--- config.mk ---
export PLATFORM = sky130hd
export DESIGN_NAME = strob_unit
export DESIGN_NICKNAME = d
export VERILOG_FILES = /design/src/hdl/cycle_pkg.sv /design/src/hdl/timing_pkg.sv /design/src/hdl/strob_if.sv /design/src/hdl/univib.sv /design/src/hdl/panel_sync.sv /design/src/hdl/strob_gen.sv /design/src/hdl/cycle_seq.sv /design/src/hdl/strob_unit.sv
export VERILOG_INCLUDE_DIRS = /design/src /design/src/include
export SDC_FILE = /design/constraint.sdc
export NUM_CORES = 1
export LEC_CHECK = 0
export BUFFER_PORTS_ARGS = -buffer_cell sky130_fd_sc_hd__buf_2
export CAP_MARGIN = 10
export CORE_UTILIZATION = 65
export CTS_BUF_LIST = sky130_fd_sc_hd__clkbuf_4 sky130_fd_sc_hd__clkbuf_8
export CTS_CLUSTER_DIAMETER = 40
export CTS_CLUSTER_SIZE = 28
export DETAILED_ROUTE_END_ITERATION = 16
export PLACE_DENSITY = 0.88
export RECOVER_POWER = 50
export REMOVE_ABC_BUFFERS = 1
export SYNTH_ARGS = -nofsm -noshare
export SYNTH_HDL_FRONTEND = slang
export SYNTH_SLANG_ARGS = --single-unit
--- constraint.sdc ---
create_clock -name __clk -period 3 [get_ports __clk]
set_input_delay 0.3 -clock __clk [delete_from_list [all_inputs] [get_ports __clk]]
set_output_delay 0.3 -clock __clk [all_outputs]
set_load 0.1 [all_outputs]
--- src/include/strob_macros.svh ---
`ifndef STROB_MACROS_SVH
`define STROB_MACROS_SVH

// strob1 length in clocks, one per cycle state
// ss11 is the shortest state, ss15 the longest
`define STROB1_1_TICKS 3
`define STROB1_2_TICKS 4
`define STROB1_3_TICKS 5
`define STROB1_4_TICKS 6
`define STROB1_5_TICKS 7

// strob2 only appears in the short states ss11 and ss12
`define STROB2_TICKS 3

// got closes every cycle
`define GOT_TICKS 2

// flip-flops between an asynchronous pin and its first use
`define SYNC_STAGES 2

`endif

--- src/hdl/cycle_pkg.sv ---
`default_nettype none

package cycle_pkg;

  // requested next state as presented by the microcode
  // codes 1 to 5 pick ss11 to ss15, anything else falls back to ss11
  typedef logic [2:0] state_code_t;

  // one-hot state vector, bit 0 is ss11
  typedef logic [4:0] ss_t;

  // current processor cycle state
  // encoding equals the bit position in ss_t
  typedef enum logic [2:0] {
    st_ss11 = 3'd0,
    st_ss12 = 3'd1,
    st_ss13 = 3'd2,
    st_ss14 = 3'd3,
    st_ss15 = 3'd4
  } cycle_state_e;

endpackage

`default_nettype wire

--- src/hdl/timing_pkg.sv ---
`default_nettype none

package timing_pkg;

  // remaining clocks of a one-shot pulse
  typedef logic [3:0] tick_t;

  // phases of one processor cycle in the strobe sequencer
  typedef enum logic [2:0] {
    ph_idle    = 3'd0,
    ph_wait_ok = 3'd1,
    ph_s1      = 3'd2,
    ph_hold    = 3'd3,
    ph_gap     = 3'd4,
    ph_s2      = 3'd5,
    ph_got     = 3'd6
  } phase_e;

endpackage

`default_nettype wire

--- src/hdl/strob_if.sv ---
`timescale 1ns/1ps
`default_nettype none

// strobes and cycle state shared by the sequencer and the state register
interface strob_if;
  import cycle_pkg::*;

  // one-hot current state
  ss_t  ss;
  logic strob1;
  logic strob2;
  logic got;
  // single clock pulse on the last clock of got
  logic got_end;

  // strobe sequencer
  modport gen (
    input  ss,
    output strob1,
    output strob2,
    output got,
    output got_end
  );

  // state register
  modport seq (
    output ss,
    input  got_end
  );

endinterface

`default_nettype wire

--- src/hdl/univib.sv ---
`timescale 1ns/1ps
`default_nettype none

// one-shot pulse of a fixed number of clocks
// a start that arrives while the pulse runs has no effect
module univib #(
  parameter timing_pkg::tick_t ticks = 4'd1
) (
  input  logic __clk,
  input  logic arst_n,
  input  logic start,
  output logic q
);
  import timing_pkg::*;

  tick_t cnt;

  always_ff @(posedge __clk or negedge arst_n) begin
    if (!arst_n) begin
      cnt <= '0;
    end else if (start && cnt == '0) begin
      cnt <= ticks;
    end else if (cnt != '0) begin
      cnt <= cnt - tick_t'(1);
    end
  end

  // high for exactly ticks clocks after the start edge
  assign q = (cnt != '0);

endmodule

`default_nettype wire

--- src/hdl/panel_sync.sv ---
`timescale 1ns/1ps
`default_nettype none

`include "strob_macros.svh"

module panel_sync (
  input  logic __clk,
  input  logic arst_n,
  input  logic ok,
  input  logic zw,
  input  logic oken,
  input  logic mode,
  input  logic step_,
  input  logic strob_fp_,
  output logic ok_s,
  output logic busy_s,
  output logic mode_s,
  output logic step_fall,
  output logic fp_s
);

  // bit positions in the raw input vector
  localparam int b_ok    = 0;
  localparam int b_zw    = 1;
  localparam int b_oken  = 2;
  localparam int b_mode  = 3;
  localparam int b_step  = 4;
  localparam int b_fp    = 5;

  // active-low panel lines rest high
  localparam logic [5:0] idle_level = 6'b110000;

  logic [5:0] raw;
  logic [5:0] stage [`SYNC_STAGES];
  logic [5:0] synced;
  logic       step_n_d;

  assign raw = {strob_fp_, step_, mode, oken, zw, ok};

  always_ff @(posedge __clk or negedge arst_n) begin
    if (!arst_n) begin
      for (int i = 0; i < `SYNC_STAGES; i++) begin
        stage[i] <= idle_level;
      end
      step_n_d <= 1'b1;
    end else begin
      stage[0] <= raw;
      for (int i = 1; i < `SYNC_STAGES; i++) begin
        stage[i] <= stage[i-1];
      end
      step_n_d <= synced[b_step];
    end
  end

  assign synced = stage[`SYNC_STAGES-1];

  assign ok_s   = synced[b_ok];
  // bus request only counts while it is enabled
  assign busy_s = synced[b_zw] & synced[b_oken];
  assign mode_s = synced[b_mode];
  assign fp_s   = ~synced[b_fp];

  // high to low on the synchronized step_ line
  assign step_fall = step_n_d & ~synced[b_step];

endmodule

`default_nettype wire

--- src/hdl/strob_gen.sv ---
`timescale 1ns/1ps
`default_nettype none

`include "strob_macros.svh"

module strob_gen (
  input  logic __clk,
  input  logic arst_n,
  input  logic ok_s,
  input  logic busy_s,
  input  logic mode_s,
  input  logic step_fall,
  input  logic fp_s,
  strob_if.gen bus
);
  import timing_pkg::*;

  // strob1 lengths indexed by the one-hot state bit
  localparam tick_t [4:0] s1_ticks = {
    tick_t'(`STROB1_5_TICKS),
    tick_t'(`STROB1_4_TICKS),
    tick_t'(`STROB1_3_TICKS),
    tick_t'(`STROB1_2_TICKS),
    tick_t'(`STROB1_1_TICKS)
  };

  phase_e     phase;
  phase_e     phase_nx;
  logic       hold_q;
  logic       hold_nx;
  logic       got_r;
  logic       s1_go;
  logic       s2_go;
  logic       got_go;
  logic [4:0] s1_q;
  logic       s1_sel;
  logic       s2_q;
  logic       got_q;
  logic       need_ok;
  logic       short_cyc;
  logic       got_last;

  // one strob1 timer per state, only the selected one is started
  for (genvar i = 0; i < 5; i++) begin : g_s1
    univib #(
      .ticks (s1_ticks[i])
    ) u_s1 (
      .__clk  (__clk),
      .arst_n (arst_n),
      .start  (s1_go & bus.ss[i]),
      .q      (s1_q[i])
    );
  end

  univib #(
    .ticks (tick_t'(`STROB2_TICKS))
  ) u_s2 (
    .__clk  (__clk),
    .arst_n (arst_n),
    .start  (s2_go),
    .q      (s2_q)
  );

  univib #(
    .ticks (tick_t'(`GOT_TICKS))
  ) u_got (
    .__clk  (__clk),
    .arst_n (arst_n),
    .start  (got_go),
    .q      (got_q)
  );

  assign s1_sel    = |(s1_q & bus.ss);
  // ss12 and ss13 access memory and need ok first
  assign need_ok   = bus.ss[1] | bus.ss[2];
  assign short_cyc = bus.ss[0] | bus.ss[1];
  // got is the timer delayed by one clock, so its last clock is visible
  assign got_last  = got_r & ~got_q;

  always_comb begin
    phase_nx = phase;
    hold_nx  = hold_q;
    s1_go    = 1'b0;
    s2_go    = 1'b0;
    got_go   = 1'b0;
    case (phase)
      ph_idle, ph_wait_ok: begin
        if (!need_ok || ok_s) begin
          s1_go    = 1'b1;
          phase_nx = ph_s1;
        end else begin
          phase_nx = ph_wait_ok;
        end
      end
      ph_s1: begin
        if (s1_sel) begin
          // arm the hold before the timer runs out so strob1 stays high
          if (mode_s) begin
            hold_nx = 1'b1;
          end
        end else if (hold_q) begin
          phase_nx = ph_hold;
        end else if (short_cyc) begin
          phase_nx = ph_gap;
        end else if (!busy_s) begin
          got_go   = 1'b1;
          phase_nx = ph_got;
        end
      end
      ph_hold: begin
        // back through ph_s1 so strob1 gets one low clock before what follows
        if (step_fall) begin
          hold_nx  = 1'b0;
          phase_nx = ph_s1;
        end
      end
      ph_gap: begin
        s2_go    = 1'b1;
        phase_nx = ph_s2;
      end
      ph_s2: begin
        if (!s2_q && !busy_s) begin
          got_go   = 1'b1;
          phase_nx = ph_got;
        end
      end
      ph_got: begin
        if (got_last) begin
          phase_nx = ph_idle;
        end
      end
      default: begin
        phase_nx = ph_idle;
      end
    endcase
  end

  always_ff @(posedge __clk or negedge arst_n) begin
    if (!arst_n) begin
      phase  <= ph_idle;
      hold_q <= 1'b0;
      got_r  <= 1'b0;
    end else begin
      phase  <= phase_nx;
      hold_q <= hold_nx;
      got_r  <= got_q;
    end
  end

  // manual strobe from the panel overrides the sequence
  assign bus.strob1  = s1_sel | hold_q | fp_s;
  assign bus.strob2  = s2_q;
  assign bus.got     = got_r;
  assign bus.got_end = got_last;

endmodule

`default_nettype wire

--- src/hdl/cycle_seq.sv ---
`timescale 1ns/1ps
`default_nettype none

module cycle_seq (
  input  logic                   __clk,
  input  logic                   arst_n,
  input  cycle_pkg::state_code_t state_code,
  strob_if.seq                   bus
);
  import cycle_pkg::*;

  cycle_state_e state_q;
  cycle_state_e state_dec;

  // unused codes fall back to the shortest cycle
  always_comb begin
    case (state_code)
      3'd1:    state_dec = st_ss11;
      3'd2:    state_dec = st_ss12;
      3'd3:    state_dec = st_ss13;
      3'd4:    state_dec = st_ss14;
      3'd5:    state_dec = st_ss15;
      default: state_dec = st_ss11;
    endcase
  end

  // next state is taken on the last clock of got
  always_ff @(posedge __clk or negedge arst_n) begin
    if (!arst_n) begin
      state_q <= st_ss11;
    end else if (bus.got_end) begin
      state_q <= state_dec;
    end
  end

  // enum value is the bit position
  assign bus.ss = ss_t'(1) << state_q;

endmodule

`default_nettype wire

--- src/hdl/strob_unit.sv ---
`timescale 1ns/1ps
`default_nettype none

module strob_unit (
  input  logic                   __clk,
  input  logic                   arst_n,
  input  logic                   ok,
  input  logic                   zw,
  input  logic                   oken,
  input  logic                   mode,
  input  logic                   step_,
  input  logic                   strob_fp_,
  input  cycle_pkg::state_code_t state_code,
  output cycle_pkg::ss_t         ss,
  output logic                   strob1,
  output logic                   strob2,
  output logic                   got
);

  logic ok_s;
  logic busy_s;
  logic mode_s;
  logic step_fall;
  logic fp_s;

  strob_if bus ();

  panel_sync u_sync (
    .__clk     (__clk),
    .arst_n    (arst_n),
    .ok        (ok),
    .zw        (zw),
    .oken      (oken),
    .mode      (mode),
    .step_     (step_),
    .strob_fp_ (strob_fp_),
    .ok_s      (ok_s),
    .busy_s    (busy_s),
    .mode_s    (mode_s),
    .step_fall (step_fall),
    .fp_s      (fp_s)
  );

  strob_gen u_gen (
    .__clk     (__clk),
    .arst_n    (arst_n),
    .ok_s      (ok_s),
    .busy_s    (busy_s),
    .mode_s    (mode_s),
    .step_fall (step_fall),
    .fp_s      (fp_s),
    .bus       (bus.gen)
  );

  cycle_seq u_seq (
    .__clk      (__clk),
    .arst_n     (arst_n),
    .state_code (state_code),
    .bus        (bus.seq)
  );

  assign ss     = bus.ss;
  assign strob1 = bus.strob1;
  assign strob2 = bus.strob2;
  assign got    = bus.got;

endmodule

`default_nettype wire

Word level (Yosys, flattened, before mapping) --
Cells that the tools add are included. W data, S select, Z words.
Cells by class: multipliers 0, $add $sub $neg 7, divide/modulo/power cells 0, order comparisons 0, reductions and logical operators 39, eq/ne operators 17, multiplexer cells 37, shifts and indexed selects 1, bitwise gates (word level) 16
Operator list (count):
- $mux W4 | 14
- $logic_not A4 Y1 | 7
- $reduce_bool A4 Y1 | 7
- $sub A4 B1 Y4 const B | 7
- $mux W3 | 7
- $pmux W3 S6 | 1
- $reduce_bool A2 Y1 | 8
- $eq A3 B3 Y1 const B | 5
- $eq A3 B2 Y1 const B | 4
- $pmux W3 S4 | 1
- $mux W1 | 11
- $and A1 B1 Y1 | 8
- $logic_and A1 B1 Y1 | 8
- $ne A2 B2 Y1 const B | 4
- $and A5 B5 Y5 | 1
- $reduce_and A5 Y1 | 1
- $reduce_or A5 Y1 | 1
- $shl A1 B3 Y5 const A | 1
- $ne A2 B1 Y1 const B | 2
- $ne A4 B4 Y1 const B | 1
- $or A1 B1 Y1 | 4
- $pmux W1 S2 | 2
- $reduce_and A4 Y1 | 1
- $eq A3 B1 Y1 const B | 1
- other kinds (6) | 10
Storage, ports and cells: memory bits (writable) 0, word-level logic and storage cells 131, ROM bits 0, register bits 49, bits in latches 0, input port bits 11, memories 0

Logic depth before layout (Yosys ltp) --
Gate-level depths: netlist of run 1.
word-level depth 9, gate-level depth with buffers 8, mapped depth without buffers 7

Cells and area by module --
From an unflattened synthesis of run 1, not the netlist that was laid out.
Second synthesis, totals: cells, all modules 227, area total of the unflattened synthesis 2542.4 um^2
By module, submodules not included:
- univib at u_gen.g_s1[0].u_s1 ... | instances 2, area an instance 225.2 um^2, cells an instance 19
- strob_gen | instances 1, area an instance 427.9 um^2, cells an instance 52
- panel_sync | instances 1, area an instance 355.3 um^2, cells an instance 16
- univib at u_gen.g_s1[1].u_s1 | instances 1, area an instance 237.7 um^2, cells an instance 22
- univib at u_gen.g_s1[2].u_s1 | instances 1, area an instance 235.2 um^2, cells an instance 22
- univib at u_gen.u_got | instances 1, area an instance 222.7 um^2, cells an instance 20
- univib at u_gen.g_s1[3].u_s1 | instances 1, area an instance 221.5 um^2, cells an instance 19
- univib at u_gen.g_s1[4].u_s1 | instances 1, area an instance 220.2 um^2, cells an instance 19
- cycle_seq | instances 1, area an instance 171.4 um^2, cells an instance 19

Worst setup path before layout of run 1 --
Ideal clock, no wire load.
path kind flip-flop to output port, start register u_seq.state_q[2], end output port strob1, slack -1422 ps, required time 2700 ps, cell stages (with the launch flop) 6, path buffers 1, arrival 4122 ps, path through dfrtp_1 > clkbuf_2 > nor3b_1 > a22o_1 > a211oi_2 > nand3b_1
On the way: word-level cells in the longest chain between the ends 5
Ends and longest elaborated chain:
- from (decl) | line cycle_seq.sv:12 | cycle_state_e state_q;
- from (signal assigned) | line cycle_seq.sv:30 | state_q <= st_ss11;
- from (signal assigned) | line cycle_seq.sv:32 | state_q <= state_dec;
- $shl A1 B3 Y5 | line cycle_seq.sv:37 | assign bus.ss = ss_t'(1) << state_q;
- named net ss[2] | line strob_unit.sv:14 | output cycle_pkg::ss_t ss,
- $and A5 B5 Y5 | line strob_gen.sv:73 | assign s1_sel = |(s1_q & bus.ss);
- $reduce_or A5 Y1 | line strob_gen.sv:73
- $or A1 B1 Y1 (2 in a row) | line strob_gen.sv:151 | assign bus.strob1 = s1_sel | hold_q | fp_s;
- to (decl) | line strob_unit.sv:15 | output logic strob1,
The timed path passes the listed nets, and every way through them passes these cells.

Final worst setup path of run 1 --
start register u_gen.g_s1[4].u_s1.cnt[0], end output port strob1
On the way: word-level cells in the longest chain between the ends 5
Ends and longest elaborated chain:
- from (decl) | line univib.sv:16 | tick_t cnt;
- from (signal assigned) | line univib.sv:22 | cnt <= ticks;
- from (signal assigned) | line univib.sv:24 | cnt <= cnt - tick_t'(1);
- $reduce_bool A4 Y1 | line univib.sv:29 | assign q = (cnt != '0);
- $and A5 B5 Y5 | line strob_gen.sv:73
- $reduce_or A5 Y1 | line strob_gen.sv:73
- $or A1 B1 Y1 (2 in a row) | line strob_gen.sv:151
Every way passes these cells.

==> out/metrics.cfg, run 1 <==
[outcome]
outcome = finished, violations left
violations = capacitance limit, slew limit

[logic_synthesis]
ys_seq_elements = 49
synth_compound_area_frac = 0.1255
netlist_instances = 224
synth_top_family_by_area = simple AND/OR/NAND/NOR gates
post_synth_xor_area_fraction = 0.02574
muxShareOfSynthArea = 0.03046
synth_edf_count = 0
synthSimpleGateAreaFrac = 0.1875
ys_warn_count = 0
ys_types = 47
avgSynthCellArea_um2 = 10.64
mappedNetlistArea_um2 = 2382
yosysSeqAreaShare = 0.5173
ys_async_sr_fraction = 1.000
synthFlopType = dfrtp_1
synthAdderAreaFrac = 0.06828

[timing]
setup_viol_count_final = 0
worst_pin_slew_ps = 2481
fmax_ghz = 0.3591
whs_ps = 19.22
grt_setup_unrepaired = no
drv_slew = 50
finalHoldViolations = 0
timing.max_slew.rel_slack = -0.6537
fin_crit_ps = 2785
fin_skew_ps = 17.49
fin_crit_sh = 0.9283

[cells_and_area]
post_route_cells_drive_above_1_share = 0.1498
nFillCells = 243
synthToLayoutAreaGrowth_pct = 8.561
instances_no_fill = 293
final_nets = 270
utilization = 0.7571
diodes = 0
multiInputGateArea_um2 = 1042
register_area_um2 = 1232

[global_route]
antenna_found_initial = 0
grt-ovfl-total = 0
grt_max_degree = 50
first_global_vias = 1709
grt_pass1_wl_mm = 7.093
grt_use_total = 0.2338

[place]
portBuffers = 18
dp_hpwl_mm = 2.852
place_inst = 284
gp_congestion = 0.8624

[floorplanning]
die_area_um2 = 3911
io_pins = 19
core_um2 = 3416
fp.dieW_um = 62.54
fp.dieH_um = 62.54
start_util = 0.6974
rows = 21

[routing]
viasPerCell = 5.652
firstDrtPassIters = 4
drt_iter0_drc = 73
ant_nets = 0
dr_total_vias = 1656
drc = 0
drt_wl_total_mm = 3.888
avgRoutedWirePerCell_um = 13.27

[cts]
cts_tree = yes
post_cts_resized = 0
clock_latency_ps = 360
clkTransAtPathRegs_ps = 130
htree_levels = 2
clock-root-buffer = clkbuf_4
cts.sinks = 49
ctsHoldBuffers = 0
clockBufferDepth = 2
postCtsSetupRepairBufs = 0
cts_made_buffers = 5

[critical_path]
worstPathArrival_ps = 2480
end_kind = output pin
start_kind = flip-flop
crit_required_ps = 2700
crit_fanout = 4
crit_type = flip-flop to output pin

[power_and_ir_drop]
internal_power_uw = 1594
cellPowerDensity_nw_per_um2 = 1124
comb_power_share = 0.500
p_clk_frac = 0.108
p_leak_uw = 0.001205
seq_power_share = 0.392
p_sw_uw = 1312
vdd_drop_max_v = 0.0006308
switching_share = 0.4515

[flow_run]
max_cap_viol_count = 1

[min_path]
hold_class = primary input to flip-flop

-- metrics by stage --
stage | total power [uW] | area (um^2) | setup WS (ps) | TNS (ps)
2_1_floorplan | 2304 | 2357 | -1379 | -8748
3_3_place_gp | 2542 | 2512 | 713.0 | 0
3_5_place_dp | 2606 | 2512 | 596.6 | 0
4_1_cts | 2927 | 2577 | 193.5 | 0
5_1_grt | 3161 | 2586 | 48.92 | 0
6_report | 2906 | 2586 | 215.0 | 0
-- layout by cell type (no fill, tap or decap), types with 2 or more instances in the layout --
cell type   n
nand2b_1    3
nor3_1      9
nor3b_1    10
and2_1      2
ha_1       13
nor4b_1     2
nand3_1     5
mux2i_1     5
mux2_2      2
xnor2_1     6
inv_1      22
nand3b_1    3
or3_1       7
a21oi_1    17
buf_2      17
nand2_1    10
and2b_1     2
a21o_1      6
nor2_1     12
o21ai_0     8
o31ai_1     2
dfrtp_1    44
nor2b_1     3
dfstp_2     4
or3b_1      2
clkbuf_4    5
-- area by class of cell --
type / instances / share of cell area
clock buffers: 6 / 0.01984
well taps: 46 / 0.02225
clock inverters: 2 / 0.005322
multi-input cells: 148 / 0.4030
flip-flops and latches: 49 / 0.4765
repair buffers: 20 / 0.04112
inverters: 22 / 0.03193
-- metal layers --
layer,vias to the layer above,wire length (um),track usage
met2,37,1974,0.4035
met3,5,140,0.03832
li1,824,-,-
met1,790,1714,0.2830
met4,0,59,0.1163
met5,-,0,0
-- power groups by stage --
stage / clock network [uW] / logic (uW) / registers (uW)
floorplan: 0 / 1170 / 1140
global placement: 0 / 1400 / 1140
detailed placement: 0 / 1460 / 1150
CTS: 327 / 1460 / 1140
global route: 354 / 1630 / 1180
finish: 315 / 1450 / 1140
-- Yosys cell counts, types with 3 or more instances --
| cell | number | area (um^2) |
|---|---|---|
| nand2b_1 | 3 | 18.77 |
| o21ai_0 | 8 | 40.04 |
| xnor2_1 | 6 | 52.55 |
| nor2_1 | 12 | 45.04 |
| a21o_1 | 6 | 45.04 |
| nor3b_1 | 10 | 75.07 |
| nor2b_1 | 3 | 18.77 |
| ha_1 | 13 | 162.7 |
| mux2i_1 | 5 | 50.05 |
| dfstp_2 | 5 | 131.4 |
| or3_1 | 7 | 43.79 |
| a21oi_1 | 17 | 85.08 |
| nand3_1 | 5 | 25.02 |
| dfrtp_1 | 44 | 1101 |
| nand2_1 | 10 | 37.54 |
| inv_1 | 22 | 82.58 |
| nor3_1 | 9 | 45.04 |
| nand3b_1 | 3 | 22.52 |
-- cell families after synthesis --
family	count (synthesis)
AOI/OAI and AO/OA	46
xor gates and xnor gates	7
adders and majority gates	13
buffers and inverters	27
DFF	49
muxes	7
and+or+nand+nor	75
-- sequential cells by signal, summed over array words and instances (netlist names) --
signal and count:
u_gen.bus.got 1, u_seq.state_q 3, u_sync.stage 6, u_gen.g_s1.u_s1.cnt 20
u_gen.u_s2.cnt 4, u_sync.step_n_d 1, u_sync.synced 6, u_gen.phase 3
u_gen.hold_q 1, u_gen.u_got.cnt 4
-- worst max-delay path, stage by stage (launching register included) --
cell	delay, ps
dfrtp_1	420
inv_1	110
ha_1	210
or3b_1	420
a22o_1	280
a211oi_2	280
nand3b_1	110
buf_2	300
-- path summary, 6_finish.rpt --
kind,endpoint,cells after the start,slack [ps],startpoint
setup / recovery,strob1,7,220,u_gen.g_s1[4].u_s1.cnt[0]
hold / removal,u_sync.stage[10],1,20,step_
setup reg to reg,u_gen.u_got.cnt[0],7,660,u_gen.g_s1[4].u_s1.cnt[0]
hold reg to reg,u_sync.synced[1],0,360,u_sync.stage[7]
max in group asynchronous,u_gen.g_s1[2].u_s1.cnt[0],1,900,arst_n
min in group asynchronous,u_gen.u_s2.cnt[2],1,680,arst_n
No activity file was read; power rests on OpenSTA's default activity.
==> inputs of run 2 (changes only) <==
Settings changed: ABC_AREA from default to 1, MAX_ROUTING_LAYER from default to met4.
==> out/metrics.cfg, run 2 <==
[logic_synthesis]
ys_async_sr_fraction = 1.000
yosysTopAreaCell = dfrtp_1
synth_edf_count = 0
synthAdderAreaFrac = 0.06572
muxShareOfSynthArea = 0
mappedNetlistArea_um2 = 2475
post_synth_xor_area_fraction = 0.02477
synthTopCellsByArea = dfrtp_1, nand2_1, ha_1
synth_top_cell_area_share = 0.4449
ys_warn_count = 0
synth_top_family_by_area = simple AND/OR/NAND/NOR gates
yosysMostFrequentCell = nand2_1
synthFlopType = dfrtp_1
synthTopCellsByCount = nand2_1, dfrtp_1, inv_1, nand3_1
ys_seq_elements = 49
yosysSeqAreaShare = 0.4980
ys_types = 33
synthSimpleGateAreaFrac = 0.2351
netlist_instances = 278
synth_compound_area_frac = 0.09757
avgSynthCellArea_um2 = 8.902

[power_and_ir_drop]
p_leak_uw = 0.001440
p_total_uw = 3328
vdd_drop_max_v = 0.0006804
cellPowerDensity_nw_per_um2 = 1215

[cells_and_area]
layout_common_cells = nand2_1, dfrtp_1, inv_1
largest-register = u_gen.g_s1.u_s1.cnt
post_route_cells_drive_above_1_share = 0.2072
final_nets = 327
layout_commonest_cell = nand2_1
diodes = 0
nFillCells = 268
instances_no_fill = 352
synthToLayoutAreaGrowth_pct = 10.72
largest_register_ffs = 20

[timing]
timing.max_slew.rel_slack = 0.3025
setup_viol_count_final = 0
fin_skew_ps = 3.219
finalHoldViolations = 0
fmax_ghz = 0.4459
worst_pin_slew_ps = 1046
fin_crit_ps = 2243
grt_setup_unrepaired = no
fin_crit_sh = 0.7476
setup_tns_ps = 0
drv_slew = 0

[cts]
clock_latency_ps = 290
cts.sinks = 49
clock-root-buffer = clkbuf_8
clockBufferDepth = 2
ctsHoldBuffers = 0
clkTransAtPathRegs_ps = 90
cts_made_buffers = 5
postCtsSetupRepairBufs = 0
post_cts_resized = 0
htree_levels = 2
cts_tree = yes

[routing]
drt_iter0_drc = 83
firstDrtPassIters = 4
drc = 0
viasPerCell = 5.219
drt_wl_total_mm = 4.302
ant_nets = 0
dr_total_vias = 1837
avgRoutedWirePerCell_um = 12.22

[global_route]
grt-ovfl-total = 0
grt_pass1_wl_mm = 7.272
antenna_found_initial = 0
grt_use_total = 0.2406
grt_max_degree = 50
first_global_vias = 1769

[critical_path]
crit_fanout = 6
crit_required_ps = 2700
worstPathArrival_ps = 1940
start_kind = flip-flop
end_kind = output pin
crit_type = flip-flop to output pin

[floorplanning]
core_um2 = 3661
die_area_um2 = 4058
start_util = 0.6760
rows = 22
io_pins = 19
fp.dieW_um = 63.71
fp.dieH_um = 63.71

[place]
place_inst = 344
portBuffers = 18
dp_hpwl_mm = 3.137
gp_congestion = 0.8820

[outcome]
outcome = complete, no violations

[flow_run]
max_cap_viol_count = 0

[min_path]
hold_class = primary input to flip-flop

## run 2: cell type report
type / instances / area [um^2] / area share
Multi-Input combinational cell: 177 / 1047 / 0.3822
Timing Repair Buffer: 18 / 90.09 / 0.03288
Sequential cell: 49 / 1232 / 0.4498
Clock buffer: 5 / 68.82 / 0.02511
Tap cell: 48 / 60.06 / 0.02192
Clock inverter: 3 / 46.29 / 0.01689
Inverter: 52 / 195.2 / 0.07123
## run 2: critical path: stages, from the launching register on
cell and delay [ps]:
dfrtp_1 400, inv_1 120, ha_1 160, inv_1 70
nor3_4 250, nor2_4 60, nor2_4 160, nand4_1 130
buf_2 320
## run 2: per-stage QoR
stage / util / instance area [um^2] / setup WS [ps] / hold slack (ps)
6_report: 0.7485 / 2740 / 757.3 / 91.78
5_1_grt: 0.7485 / 2740 / 649.3 / 80.64
2_1_floorplan: - / 2475 / 279.7 / 4.409
3_3_place_gp: 0.7170 / 2625 / 1144 / 331.1
4_1_cts: 0.7485 / 2740 / 761.8 / 84.60
3_5_place_dp: 0.7170 / 2625 / 1097 / 334.7
## run 2: final timing paths
check,cells past startpoint,to,slack (ps),startpoint
max in group asynchronous,1,u_sync.synced[0],2170,arst_n
worst min-delay path,1,u_sync.stage[10],90,step_
worst max-delay path,8,strob1,760,u_gen.g_s1[1].u_s1.cnt[0]
worst min register to register,0,u_sync.synced[0],350,u_sync.stage[6]
min in group asynchronous,1,u_gen.g_s1[4].u_s1.cnt[1],190,arst_n
worst max register to register,9,u_gen.phase[0],1280,u_gen.u_got.cnt[0]
## run 2: cell families after synthesis
kind of cell / count (synthesis)
compound gates: 40
simple gates: 117
flops: 49
xor+xnor: 7
fa+ha+maj: 13
buf+inv: 52
## run 2: where the power goes
group	switching, uW	leakage [uW]	internal [uW]
clock	220	0.0000543	250
sequential	203	0.000572	927
combinational	1160	0.000814	572
## run 2: routing by layer
metal  GRT usage  part of all wire
met1      0.2762              0.45
met2      0.4109              0.50
met3     0.03986             0.020
met4      0.1080             0.024
met5           -                 0
